--- src/hdl/predecodePkg.sv ---
// ~~~~~~~~~~~~~~~~~~~~~~~~~~~~~~~~~~~~~~~~
// predecoder package
// bundle geometry, class vector and output slot types
// ~~~~~~~~~~~~~~~~~~~~~~~~~~~~~~~~~~~~~~~~

package predecodePkg;

  parameter int ParcelWidth = 16;
  parameter int BundleParcels = 15;
  parameter int BundleWidth = 256;
  parameter int MaxInstrLen = 4; // parcels
  parameter int WindowWidth = 64; // MaxInstrLen parcels

  parameter int DefaultMaxInstr = 12;
  parameter int DefaultMaxJumps = 4;

  typedef logic [3:0] parcelIdxT;

  // end markers of parcels k..k+3, bit 0 is parcel k
  typedef logic [3:0] lenCodeT;

  typedef struct packed {
    logic alu;
    logic shift;
    logic mul;
    logic load;
    logic store;
    logic jump;
    logic indir;
    logic fpu;
    logic sys;
  } instrClassT;

  typedef struct packed {
    logic [WindowWidth-1:0] window; // parcels k..k+3, zero past the bundle
    lenCodeT lenCode;
    parcelIdxT offset;
    instrClassT cls;
  } instrSlotT;

  typedef struct packed {
    parcelIdxT offset;
    parcelIdxT ordinal; // position in the instruction list
    instrClassT cls;
  } jumpSlotT;

endpackage

--- src/hdl/instrClassifier.sv ---
// ~~~~~~~~~~~~~~~~~~~~~~~~~~~~~~~~~~~~~~~~
// instruction classifier
// class vector from the first opcode byte
// ~~~~~~~~~~~~~~~~~~~~~~~~~~~~~~~~~~~~~~~~

module instrClassifier (
  input  logic [7:0]               opcode,
  output predecodePkg::instrClassT cls
);

  logic isBasicRange;
  logic isShiftRange;
  logic isMemRange;
  logic isCondJump;
  logic isLongJump;
  logic isIndirJump;

  assign isBasicRange = opcode <= 8'h27; // 0x00..0x27
  assign isShiftRange = opcode >= 8'h28 && opcode <= 8'h2d;
  assign isMemRange = opcode[7:5] == 3'b010; // 0x40..0x5f

  assign isCondJump = opcode[7:4] == 4'ha;
  assign isLongJump = opcode == 8'hb4 || opcode == 8'hb5;
  assign isIndirJump = opcode == 8'hb6;

  always_comb begin
    cls = '0;

    cls.alu = isBasicRange & ~opcode[2];
    cls.mul = isBasicRange & opcode[2];
    cls.shift = isShiftRange;

    // bit 0 picks direction
    cls.load = isMemRange & ~opcode[0];
    cls.store = isMemRange & opcode[0];

    cls.jump = isCondJump | isLongJump | isIndirJump;
    cls.indir = isIndirJump;

    cls.fpu = opcode == 8'hf0;
    cls.sys = opcode == 8'hff;
  end

endmodule

--- config.mk ---
export PLATFORM = sky130hd
export DESIGN_NAME = instrClassifier
export DESIGN_NICKNAME = d
export VERILOG_FILES = /design/src/hdl/predecodePkg.sv /design/src/hdl/instrClassifier.sv
export SDC_FILE = /design/constraint.sdc
export NUM_CORES = 1
export LEC_CHECK = 0
export ABC_AREA = 1
export BUFFER_PORTS_ARGS = -buffer_cell sky130_fd_sc_hd__buf_4
export CORE_AREA = 2 2 39 41
export DETAILED_ROUTE_END_ITERATION = 12
export DIE_AREA = 0 0 41 43
export PLACE_DENSITY = 0.45
export SETUP_SLACK_MARGIN = 0.4
export SLEW_MARGIN = 10
export SYNTH_ARGS = -nofsm -noshare
export SYNTH_HDL_FRONTEND = slang
export SYNTH_SLANG_ARGS = --single-unit
--- constraint.sdc ---
create_clock -name vclk -period 0.8
set_input_delay 0 -clock vclk [all_inputs]
set_output_delay 0 -clock vclk [all_outputs]
set_load 0.01 [all_outputs]
==> results.py, run 1 <==
metrics = {
    "routing": {
        "drt_iter0_markers": 2,
        "viasPerCell": 4.000,
        "vias": 316,
        "wl_per_cell_um": 8.494,
        "dr.pass1.iters": 4,
        "postRouteWirelength_um": 671,
        "drtAntennaViolNets": 0,
        "drc": 0,
    },
    "floorplanning": {
        "die_area_um2": 1763,
        "initial_utilization": 0.1627,
        "die_h_um": 43,
        "io_pins": 17,
        "fp-row-count": 14,
        "core_area_um2": 1384,
        "die_w_um": 41,
    },
    "worst_hold_path": {
        "min_path_type": "in -> out",
        "hold_path_depth": 3,
        "hold_end": "cls[5]",
        "min-delay-start": "opcode[0]",
    },
    "layout": {
        "n_antenna_cell": 0,
        "n_fill_cell": 152,
        "final_core_util": 0.4014,
        "multi_input_area_um2": 261.5,
        "design.seq.count": 0,
        "mostFrequentLayoutCells": "9 x buf_4, 7 x buf_6, 6 x nor2_1",
        "fin_cells": 79,
        "layout.nets": 73,
        "syn_to_final_growth_pct": 146.7,
        "drive_above_1_share": 0.7143,
        "final_common_cell": "buf_4",
        "nClkBuffers": 0,
        "seqCellArea_um2": 0,
        "final_area_um2": 555.5,
    },
    "critical_path": {
        "crit_fanout": 3,
        "required_ns": 0.80,
        "cp-start-kind": "input pin",
        "path_class": "in -> out",
        "cp_slowest_stage_delay_ns": 0.12,
        "path_cells": "buf_12 > inv_12 > nand2_8 > inv_4 > nand2_4 > nor2_4 > inv_2 > nor2_2 > buf_6",
        "crit_path_end_kind": "output pin",
        "cp_slowest_cell": "buf_12",
        "cp.arrival_ns": 0.66,
    },
    "placed_design": {
        "dp_hpwl_um": 585.2,
        "place_inst": 78,
        "dp_slack_ns": 0.06937,
        "placedInstanceArea_um2": 425.4,
        "io_buffer_count": 17,
        "gp_congestion": 0.6683,
    },
    "timing": {
        "setup_viol": 0,
        "slew_viol_final": 0,
        "fmax_mhz": 1516,
        "period_share": 0.8247,
        "period_minus_slack_ns": 0.6598,
        "fin_hold_ws_ns": 0.2700,
        "worst_slew_pin_slew_ns": 0.2038,
        "setup_tns_ns": 0,
        "hold_viol_final": 0,
        "fin_ws_ns": 0.1402,
        "rsz0062_at_grt": "true",
        "slew_headroom": 0.8630,
    },
    "grt": {
        "grt_pass1_wl_mm": 1.014,
        "overflow": 0,
        "grt_pass1_vias": 240,
        "grt_start_max_net_pins": 6,
        "grt.total_usage": 0.07692,
        "antenna_found_initial": 0,
    },
    "synthesis": {
        "synth_top_family_by_area": "simple AND/OR/NAND/NOR gates",
        "yosysTopAreaCell": "nor2_1",
        "netlist_area_um2": 225.2,
        "synth_xor_area_frac": 0,
        "syn_nets": 55,
        "yosys.area.top_type_share": 0.1833,
        "synthSimpleGateAreaFrac": 0.6944,
        "ys_top_cells_by_area": "nor2_1 18%, inv_1 13%, nand2_1 13%, nand2_2 8.3%, buf_4 6.7%",
        "ys_seq_area_frac": 0,
        "synthDistinctLibCells": 14,
        "synthCells": 47,
        "avgSynthCellArea_um2": 4.792,
        "synth_mux_area_frac": 0,
        "synth_compound_area_frac": 0.03889,
        "synth_fa_ha_area_frac": 0,
        "synthesis.yosys.warnings": 0,
    },
    "job": {
        "maxCapViolations": 0,
    },
    "power_and_ir_drop": {
        "ir_worst_vdd_uv": 201.7,
        "p_leak_nw": 0.2733,
        "total_power_mw": 0.2375,
        "p_per_area_nw_per_um2": 427.5,
    },
    "clock_tree": {
        "cts.hold.buffers_added": 0,
    },
    "status": {
        "outcome": "complete, no violations",
    },
}
-- timing repair --
| item | 4_1_cts | 5_1_grt |
|---|---|---|
| gates resized for setup | 21 | 10 |
| endpoints found under the setup margin | 9 | 9 |
| pin swaps | 11 | 4 |
| buffers inserted | 1 | 0 |
-- where the power goes --
group / switching, mW / internal (mW)
clock network: 0 / 0
logic: 0.125 / 0.113
registers: 0 / 0
-- critical path, delay by kind of cell --
kind	cells	cell delay, ns
simple gates	4	0.28
buf+inv	5	0.37
-- metal layers --
metal / track usage / vias up / wire length (um)
met5: 0 / - / 0
met4: 0 / 0 / 0
met3: 0 / 0 / 73
met2: 0.1188 / 13 / 318
met1: 0.1234 / 126 / 278
li1: - / 177 / -
-- worst max path at each step --
stage | startpoint | endpoint | slack (ns) | cells after the start
after global routing | opcode[7] | cls[6] | 0.07 | 9
after global placement | opcode[6] | cls[6] | 0.07 | 9
after CTS | opcode[6] | cls[7] | 0.14 | 9
after floorplan | opcode[6] | cls[7] | 0.30 | 8
final | opcode[6] | cls[6] | 0.14 | 9
after detailed placement | opcode[6] | cls[8] | 0.07 | 9
-- final cells by class --
| cell class | count | area share |
|---|---|---|
| Multi-Input combinational cell | 33 | 0.4707 |
| Timing Repair Buffer | 18 | 0.3356 |
| Inverter | 12 | 0.1577 |
| Tap cell | 16 | 0.03604 |
-- logic make-up after synthesis --
group,Yosys count
simple gates,32
compound gates,1
buf+inv,14
-- cell usage after synthesis --
cell type / number
a21oi_2: 1
buf_4: 2
inv_1: 8
inv_2: 4
nand2_1: 8
nand2_2: 3
nand3_1: 2
nand3_2: 1
nand4_1: 2
nor2_1: 11
nor2_2: 2
nor3_1: 1
nor3_2: 1
nor4_1: 1
Power figures use the tool's default switching activity.
==> run 2: changes to the inputs <==
PLACE_DENSITY = 0.44   (was 0.45)
==> run 2 against run 1 <==
  * Maximum frequency fell by 3.5%
  * Via count is 6.6% higher
  * Design area is 3.6% higher
  * Die area stayed put
  * Global-route usage rose by 1.2 points
  * Largest power group unchanged
==> results.py, run 2 (synthesized netlist as in run 1, its figures left out) <==
metrics = {
    "grt": {
        "grt_pass1_vias": 299,
        "grt_pass1_wl_mm": 1.179,
        "overflow": 0,
        "antenna_found_initial": 0,
        "grt.total_usage": 0.08891,
        "grt_start_max_net_pins": 6,
    },
    "critical_path": {
        "path_class": "in -> out",
        "crit_buf_inv": 5,
        "required_ns": 0.80,
        "cp-start-kind": "input pin",
        "cp.arrival_ns": 0.68,
        "crit_fanout": 3,
        "crit_path_end_kind": "output pin",
        "cp_slowest_cell": "nor2_4",
        "cp_top_family": "buffers and inverters",
        "cp_slowest_stage_delay_ns": 0.12,
        "path_cells": "buf_12 > inv_12 > nand2_8 > inv_4 > nand2_4 > nor2_4 > inv_2 > nor2_1 > buf_4",
    },
    "placed_design": {
        "dp_slack_ns": 0.06566,
        "gp_congestion": 0.6761,
        "dp_hpwl_um": 593.1,
        "io_buffer_count": 17,
        "place_inst": 78,
    },
    "timing": {
        "hold_viol_final": 0,
        "setup_viol": 0,
        "period_minus_slack_ns": 0.6840,
        "slew_viol_final": 0,
        "worst_slew_pin_slew_ns": 0.2052,
        "slew_headroom": 0.8624,
        "fin_ws_ns": 0.1160,
        "rsz0062_at_grt": "true",
        "period_share": 0.8550,
        "fmax_mhz": 1462,
        "setup_tns_ns": 0,
    },
    "power_and_ir_drop": {
        "ir_worst_vdd_uv": 202.0,
        "p_per_area_nw_per_um2": 421.9,
        "p_leak_nw": 0.2792,
        "power_frac_seq": 0,
        "p_clk_frac": 0,
        "switching_share": 0.5258,
        "p_sw_mw": 0.1277,
        "combPwrFrac": 1.000,
        "total_power_mw": 0.2428,
        "internal_power_mw": 0.1152,
    },
    "layout": {
        "drive_above_1_share": 0.7813,
        "n_antenna_cell": 0,
        "fin_cells": 80,
        "seqCellArea_um2": 0,
        "nClkBuffers": 0,
        "final_common_cell": "buf_4",
        "n_fill_cell": 153,
        "mostFrequentLayoutCells": "11 x buf_4, 5 x nand2_4, 5 x nor2_2, 5 x nor2_1, 5 x buf_6",
        "design.seq.count": 0,
        "layout.nets": 74,
        "syn_to_final_growth_pct": 155.6,
        "multi_input_area_um2": 274.0,
    },
    "routing": {
        "wl_per_cell_um": 8.225,
        "postRouteWirelength_um": 658,
        "viasPerCell": 4.213,
        "dr.pass1.iters": 1,
        "drc": 0,
        "drtAntennaViolNets": 0,
        "vias": 337,
        "drt_iter0_markers": 0,
    },
    "job": {
        "maxCapViolations": 0,
    },
    "worst_hold_path": {
        "hold_end": "cls[8]",
        "hold_path_depth": 3,
        "min_path_type": "in -> out",
        "min-delay-start": "opcode[2]",
    },
    "floorplanning": {
        "initial_utilization": 0.1627,
        "core_area_um2": 1384,
        "die_h_um": 43,
        "die_area_um2": 1763,
        "die_w_um": 41,
        "fp-row-count": 14,
        "io_pins": 17,
    },
    "status": {
        "outcome": "complete, no violations",
    },
    "clock_tree": {
        "cts.hold.buffers_added": 0,
    },
}
-- run 2: power groups by stage --
stage	Combinational, mW	Sequential, mW	Clock, mW
6_report	0.243	0	0
5_1_grt	0.263	0	0
4_1_cts	0.229	0	0
3_5_place_dp	0.172	0	0
3_3_place_gp	0.173	0	0
2_1_floorplan	0.0906	0	0
-- run 2: stage by stage --
step	utilization	hold WS, ns	cell area (um^2)
floorplan	-	0.04753	296.5
global placement	0.3074	0.2858	425.4
detailed placement	0.3074	0.2847	425.4
CTS	0.3852	0.2978	533.0
global route	0.4159	0.2993	575.6
finish	0.4159	0.2778	575.6
-- run 2: worst max path at each step --
stage,startpoint,cells after the start,end
5_1_grt,opcode[6],9,cls[6]
6_report,opcode[6],9,cls[6]
2_1_floorplan,opcode[6],8,cls[7]
3_5_place_dp,opcode[6],9,cls[6]
3_3_place_gp,opcode[6],9,cls[8]
4_1_cts,opcode[6],9,cls[8]
-- run 2: cell type report --
cell class | count | share of cell area
Timing Repair Buffer | 19 | 0.3370
Tap cell | 16 | 0.03478
Inverter | 12 | 0.1522
Multi-Input combinational cell | 33 | 0.4761
-- run 2: layer usage --
metal  GRT usage  routed length [um]  vias to the layer above  share of wire
met1      0.1108                 228                      151           0.35
met2      0.1688                 382                       10           0.58
met4           0                   0                        0              0
li1            -                   -                      176              -
met3           0                  47                        0          0.071
met5           0                   0                        -              0
-- run 2: what timing repair did --
action                                  CTS  global route
setup buffers                             1             1
pin swaps                                10             6
endpoints found under the setup margin    9             9
gates resized for setup                  25            11
gates cloned                              0             0
