--- config.mk ---
export PLATFORM = sky130hd
export DESIGN_NAME = parcelBoundary
export DESIGN_NICKNAME = d
export VERILOG_FILES = /design/src/hdl/predecodePkg.sv /design/src/hdl/parcelBoundary.sv
export SDC_FILE = /design/constraint.sdc
export NUM_CORES = 1
export LEC_CHECK = 0
export ABC_AREA = 1
export BUFFER_PORTS_ARGS = -buffer_cell sky130_fd_sc_hd__buf_2
export CAP_MARGIN = 40
export CORE_AREA = 2 2 153 155
export DETAILED_ROUTE_END_ITERATION = 10
export DIE_AREA = 0 0 155 157
export RECOVER_POWER = 50
export SETUP_SLACK_MARGIN = 0.3
export SLEW_MARGIN = 20
export SYNTH_ARGS = -nofsm -noshare
export SYNTH_HDL_FRONTEND = slang
export SYNTH_SLANG_ARGS = --single-unit
--- constraint.sdc ---
create_clock -name vclk -period 5.42
set_clock_uncertainty 0.2 [all_clocks]
set_input_delay 0 -clock vclk [all_inputs]
set_output_delay 0 -clock vclk [all_outputs]
set_load 0.01 [all_outputs]
--- src/hdl/predecodePkg.sv ---
// ~~~~~~~~~~~~~~~~~~~~~~~~~~~~~~~~~~~~~~~~
// predecoder package
// bundle geometry, class vector and output slot types
// ~~~~~~~~~~~~~~~~~~~~~~~~~~~~~~~~~~~~~~~~

package predecodePkg;

  parameter int ParcelWidth = 16;
  parameter int BundleParcels = 15;
  parameter int BundleWidth = 256;
  parameter int MaxInstrLen = 4; // parcels
  parameter int WindowWidth = 64; // MaxInstrLen parcels

  parameter int DefaultMaxInstr = 12;
  parameter int DefaultMaxJumps = 4;

  typedef logic [3:0] parcelIdxT;

  // end markers of parcels k..k+3, bit 0 is parcel k
  typedef logic [3:0] lenCodeT;

  typedef struct packed {
    logic alu;
    logic shift;
    logic mul;
    logic load;
    logic store;
    logic jump;
    logic indir;
    logic fpu;
    logic sys;
  } instrClassT;

  typedef struct packed {
    logic [WindowWidth-1:0] window; // parcels k..k+3, zero past the bundle
    lenCodeT lenCode;
    parcelIdxT offset;
    instrClassT cls;
  } instrSlotT;

  typedef struct packed {
    parcelIdxT offset;
    parcelIdxT ordinal; // position in the instruction list
    instrClassT cls;
  } jumpSlotT;

endpackage

--- src/hdl/parcelBoundary.sv ---
// ~~~~~~~~~~~~~~~~~~~~~~~~~~~~~~~~~~~~~~~~
// parcel boundary finder
// start mask, lookahead codes and start ordinals per parcel
// ~~~~~~~~~~~~~~~~~~~~~~~~~~~~~~~~~~~~~~~~

module parcelBoundary (
  input  logic [predecodePkg::BundleWidth-1:0] bundle,
  input  predecodePkg::parcelIdxT              startOff,
  output logic [predecodePkg::BundleParcels-1:0] startMask,
  output predecodePkg::lenCodeT                lenCodes [predecodePkg::BundleParcels],
  output predecodePkg::parcelIdxT              ordinals [predecodePkg::BundleParcels],
  output logic                                 badStart
);

  localparam int NumParcels = predecodePkg::BundleParcels;
  localparam int MarkerBase = NumParcels * predecodePkg::ParcelWidth;
  localparam int LookAhead = predecodePkg::MaxInstrLen;
  localparam int ExtWidth = NumParcels + LookAhead - 1;

  logic [NumParcels-1:0] endMarks;
  logic [ExtWidth-1:0]   endMarksExt;
  logic [NumParcels-1:0] prevEnd;
  logic [NumParcels-1:0] inRange;

  assign endMarks = bundle[MarkerBase +: NumParcels]; // bit 255 unused

  // markers past the last parcel read as one
  assign endMarksExt = {{(LookAhead - 1){1'b1}}, endMarks};

  // parcel 0 always follows a boundary
  assign prevEnd = {endMarks[NumParcels-2:0], 1'b1};

  always_comb begin
    for (int k = 0; k < NumParcels; k++) begin
      inRange[k] = predecodePkg::parcelIdxT'(k) >= startOff;
    end
  end

  assign startMask = inRange & prevEnd;

  always_comb begin
    for (int k = 0; k < NumParcels; k++) begin
      lenCodes[k] = endMarksExt[k +: LookAhead];
    end
  end

  // running count of starts below each parcel
  always_comb begin
    predecodePkg::parcelIdxT runCount;
    runCount = '0;
    for (int k = 0; k < NumParcels; k++) begin
      ordinals[k] = runCount;
      runCount = runCount + {3'b000, startMask[k]};
    end
  end

  // no parcel can start at 15, so the mask is empty as well
  assign badStart = startOff == 4'd15;

endmodule

==> results of run 1 <==
==> through the flow <==
| stage | setup slack (ns) | util, % | std cells | total power, mW | instance area, µm² |
|---|---|---|---|---|---|
| 5_1_grt | 0.247 | 10.8 | 651 | 0.531 | 2440 |
| 3_5_place_dp | 0.185 | 10.9 | 650 | 0.474 | 2450 |
| 6_report | 0.508 | 10.8 | 651 | 0.475 | 2440 |
| 3_3_place_gp | 0.247 | 10.9 | 650 | 0.471 | 2450 |
| 4_1_cts | 0.334 | 11.0 | 651 | 0.479 | 2470 |
| 2_1_floorplan | 0.312 | - | 302 | 0.332 | 1960 |
==> cells by family (layout without fill, tap and decap cells) <==
logic type / Yosys count / after routing / share of synthesized area (%)
AO/OA/AOI/OAI: 9 / 9 / 2.96
XOR/XNOR: 2 / 2 / 0.962
buffers and inverters: 115 / 179 / 38.3
AND/OR/NAND/NOR: 135 / 135 / 39.7
other: 2 / 16 / 0.413
adder cells (fa/ha/maj): 25 / 25 / 17.6
==> cell type report <==
cell class	instances	area (µm²)
inverter	44	165
fill	2629	20100
multi-input combinational	187	1310
tap	285	357
timing repair buffer	135	609
==> cells in the final DEF (no fill, tap or decap), drive strengths merged <==
| cell | instances |
|---|---|
| a21boi | 1 |
| a21oi | 3 |
| a31oi | 1 |
| buf | 77 |
| clkbuf | 57 |
| conb | 16 |
| dlygate4sd3 | 1 |
| fa | 1 |
| ha | 24 |
| inv | 44 |
| nand2 | 74 |
| nand3 | 38 |
| nand3b | 3 |
| nor2 | 19 |
| o211ai | 1 |
| o21a | 1 |
| o21ai | 2 |
| or2 | 1 |
| xnor2 | 2 |
==> path summary, 6_finish.rpt <==
| check | from | end | slack [ns] | cells past startpoint |
|---|---|---|---|---|
| setup / recovery | startOff[3] | ordinals[2] | 0.51 | 22 |
| hold / removal | bundle[240] | lenCodes[56] | 0.04 | 2 |
==> report_power, final <==
part           leakage, nW  total [mW]  internal (mW)  switching, mW
Combinational         1.32       0.475          0.197          0.278
Sequential               0           0              0              0
Clock                    0           0              0              0
==> synthesized netlist by cell type <==
cell type	n
buf_4	71
nand3_1	23
nand2_1	51
a21boi_0	1
ha_1	24
inv_2	1
or2_2	1
nand3_2	15
o21ai_0	2
inv_1	43
fa_1	1
nand2_4	3
nand2_2	20
a21oi_1	3
conb_1	2
nor2_2	3
o21a_1	1
a31oi_1	1
nor2_1	16
o211ai_1	1
xnor2_1	2
nand3b_1	3
==> repair_timing <==
item / in CTS / in global routing
resized for setup: 3 / 4
endpoints found under the hold margin: 4 / 0
buffers inserted: 0 / 0
hold buffers: 1 / 0
endpoints found under the setup margin: 4 / 4
==> layer usage <==
layer	vias up	track usage, %	part of all wire, %
met1	818	7.00	47
met4	0	0.0441	0
li1	967	-	-
met5	-	0	0
met3	0	0.991	8.1
met2	119	9.40	45
==> results.yml, run 1 <==
floorplan:
  start_util_pct: 8.09
  io_pins: 396
  fp-row-count: 55
  die_area_um2: 24300
  core-area_um2: 22500
  die_w_um: 155
  dieHeight_um: 157
setup_path:
  cpPeakStageDelay_ns: 0.49
  cp.required_ns: 5.22
  crit_path_frequent_cell: "ha_1"
  worstPathMaxFanout: 7
  path_cells: "clkbuf_1, or2_4, nor2_4, fa_2, ha_4, ha_1, ha_1, ha_1, ha_4, ha_4, ha_1, ha_2, ha_4, nand2_1, inv_1, nor2_2, inv_1, nor2_1, nor2_2, ha_1, xnor2_2, buf_2"
  crit_family: "adder cells"
  worst-setup-path-type: "primary input to output port"
  cp-start-kind: "primary input"
  cp_num_buf_inv: 4
  cp_data_arrival_time_ns: 4.71
  slowest_stage: "fa_2"
  worst_setup_path_end_kind: "output port"
synth:
  synth.area.top_cells: "buf_4, ha_1, nand2_1, inv_1, nand3_2"
  synth_area_um2: 1820
  yosys_warnings: 0
  synth_area_leader_cell: "buf_4"
  synth_top_area_share_pct: 29.3
  synthCells: 288
  ys_seq_area_share_pct: 0
  synth.avg_cell_area_um2: 6.32
  ys_types: 22
power_and_ir_drop:
  power.density_nw_per_um2: 195
  cellLeakagePower_nw: 1.32
  max-vdd-ir-drop_v: 0.000119
place:
  io_buffers: 134
  gp_congestion: 0.691
  hpwl_um: 6480
timing:
  slew_violations: 0
  max_freq_ghz: 0.204
  hold_slack_ns: 0.0375
  finalSetupViolations: 0
  tightest_slew_ns: 0.655
  tns_ns: 0
  relSlewSlack_pct: 56.0
  finalHoldViolCount: 0
  period_needed_ns: 4.91
  fin_crit_sh_pct: 90.6
  rsz0062_at_grt: "false"
drt:
  drc: 0
  wire_per_inst_um: 10.4
  drt-pass1-iter-count: 4
  drt_iter0_markers: 46
  routed_wl_um: 6780
  via_count: 1904
  drt-vias-per-instance: 2.92
  drtAntennaViolNets: 0
finish:
  seq_cells: 0
  num_antenna_cells: 0
  area_delta_synth_final_pct: 34.1
  final-seq-area_um2: 0
  drive_gt1_share_pct: 37.4
  nets: 653
  clockBufferCount: 0
grt:
  grt-ovfl-total: 0
  grt_pass1_wl_um: 9770
  grt_max_degree: 8
  grt_pass1_vias: 1790
  grt_usage_pct: 5.27
  antenna_found_initial: 0
run:
  max_cap_violations: 0
status:
  status: "finished clean"
min_path:
  min-delay-path-class: "primary input to output port"
No activity file was read; power rests on OpenSTA's default activity.
==> run 2, diff against run 1 <==
--- a/config.mk
+++ b/config.mk
@@ -8,9 +8,12 @@
 export ABC_AREA = 1
 export BUFFER_PORTS_ARGS = -buffer_cell sky130_fd_sc_hd__buf_2
 export CAP_MARGIN = 40
+export CELL_PAD_IN_SITES_DETAIL_PLACEMENT = 0
+export CELL_PAD_IN_SITES_GLOBAL_PLACEMENT = 1
 export CORE_AREA = 2 2 153 155
 export DETAILED_ROUTE_END_ITERATION = 10
 export DIE_AREA = 0 0 155 157
+export PLACE_DENSITY_LB_ADDON = 0.1
 export RECOVER_POWER = 50
 export SETUP_SLACK_MARGIN = 0.3
 export SLEW_MARGIN = 20
==> run 2 against run 1 <==
Combinational power is 2% higher. Design area is 2.6% higher. Sequential share of layout area stayed put. Via count is 0.58% higher. Highest routed layer unchanged. Setup slack better by 0.10 ns. Cell count is 0.92% higher. Critical endpoint is now ordinals[3]. Largest power group unchanged. Wire length is 6.0% higher.
==> results.yml, run 2 (same netlist as run 1, synthesis figures left out) <==
finish:
  mostFrequentLayoutCell: "buf_2"
  finalNonFillerCells: 657
  n_fill_cell: 2637
  num_antenna_cells: 0
  final-seq-area_um2: 0
  clockBufferCount: 0
  nets: 659
  multiInputGateArea_um2: 1330
  seq_cells: 0
  mostFrequentLayoutCells: "buf_2, clkbuf_1, nand2_1, inv_1, nand3_1"
  area_delta_synth_final_pct: 37.6
  drive_gt1_share_pct: 39.2
floorplan:
  fp-row-count: 55
  die_area_um2: 24300
  die_w_um: 155
  start_util_pct: 8.09
  io_pins: 396
  core-area_um2: 22500
  dieHeight_um: 157
min_path:
  min-delay-path-class: "primary input to output port"
setup_path:
  cp-start-kind: "primary input"
  worstPathMaxFanout: 5
  path_cells: "buf_2, or2_4, nor2_4, fa_2, ha_4, ha_1, ha_1, ha_4, ha_4, ha_4, ha_1, ha_1, ha_1, ha_2, ha_1, nand2_1, inv_1, nand3_1, nand3_1, nand2_1, buf_2"
  slowest_stage: "fa_2"
  cp.required_ns: 5.22
  worst-setup-path-type: "primary input to output port"
  cpPeakStageDelay_ns: 0.49
  cp_data_arrival_time_ns: 4.61
  crit_path_frequent_cell: "ha_1"
  worst_setup_path_end_kind: "output port"
grt:
  grt_usage_pct: 5.54
  grt_max_degree: 7
  grt_pass1_wl_um: 10500
  grt_pass1_vias: 1840
  antenna_found_initial: 0
  grt-ovfl-total: 0
run:
  max_cap_violations: 0
drt:
  routed_wl_um: 7190
  drt-vias-per-instance: 2.91
  drt_iter0_markers: 29
  drc: 0
  wire_per_inst_um: 10.9
  drtAntennaViolNets: 0
  drt-pass1-iter-count: 4
  via_count: 1915
place:
  io_buffers: 134
  dpl.cell_count: 656
  hpwl_um: 6890
  gp_congestion: 0.667
status:
  status: "finished clean"
timing:
  period_needed_ns: 4.81
  hold_slack_ns: 0.0331
  tns_ns: 0
  slew_violations: 0
  finalSetupViolations: 0
  fin_crit_sh_pct: 88.8
  finalHoldViolCount: 0
  rsz0062_at_grt: "false"
  max_freq_ghz: 0.208
power_and_ir_drop:
  power_mw: 0.485
  power.density_nw_per_um2: 194
  cellLeakagePower_nw: 1.36
  max-vdd-ir-drop_v: 0.0000663
clock_network:
  post_cts_buffers: 0
==> run 2: worst max-delay path, delay by kind of cell <==
kind / cells / cell delay [ns]
fa+ha+maj: 12 / 3.48
simple gates: 6 / 0.79
buf+inv: 3 / 0.32
==> run 2: repair_timing <==
item                                    in CTS  in global routing
hold endpoints to repair                     4                  0
gates resized for setup                      1                  7
hold buffers                                 1                  0
endpoints found under the setup margin       4                  4
==> run 2: through the flow <==
stage	util (%)	area (µm²)	setup WS (ns)
detailed placement	11.1	2500	0.208
finish	11.1	2500	0.609
global route	11.1	2500	0.351
floorplan	-	1960	0.312
CTS	11.2	2510	0.309
global placement	11.1	2500	0.193
==> run 2: final cells by class <==
| class | count | area share (%) |
|---|---|---|
| inverter | 44 | 6.59 |
| tap | 285 | 14.2 |
| multi-input combinational | 187 | 52.9 |
| timing repair buffer | 141 | 26.3 |
==> run 2: report_power, final <==
group / switching (mW) / internal (mW) / total (mW)
sequential: 0 / 0 / 0
combinational: 0.285 / 0.200 / 0.485
clock: 0 / 0 / 0
==> run 2: final timing paths <==
path                     from      endpoint  slack, ns  cells past startpoint
setup / recovery  startOff[2]   ordinals[3]       0.61                     21
hold / removal    bundle[240]  lenCodes[56]       0.03                      2
==> run 2: metal layers <==
| metal | up-vias | wire length (µm) | global-route usage, % |
|---|---|---|---|
| met5 | - | 0 | 0 |
| met4 | 0 | 0 | 0 |
| met3 | 0 | 819 | 2.01 |
| met2 | 118 | 2960 | 9.10 |
| met1 | 817 | 3410 | 7.41 |
| li1 | 980 | - | - |
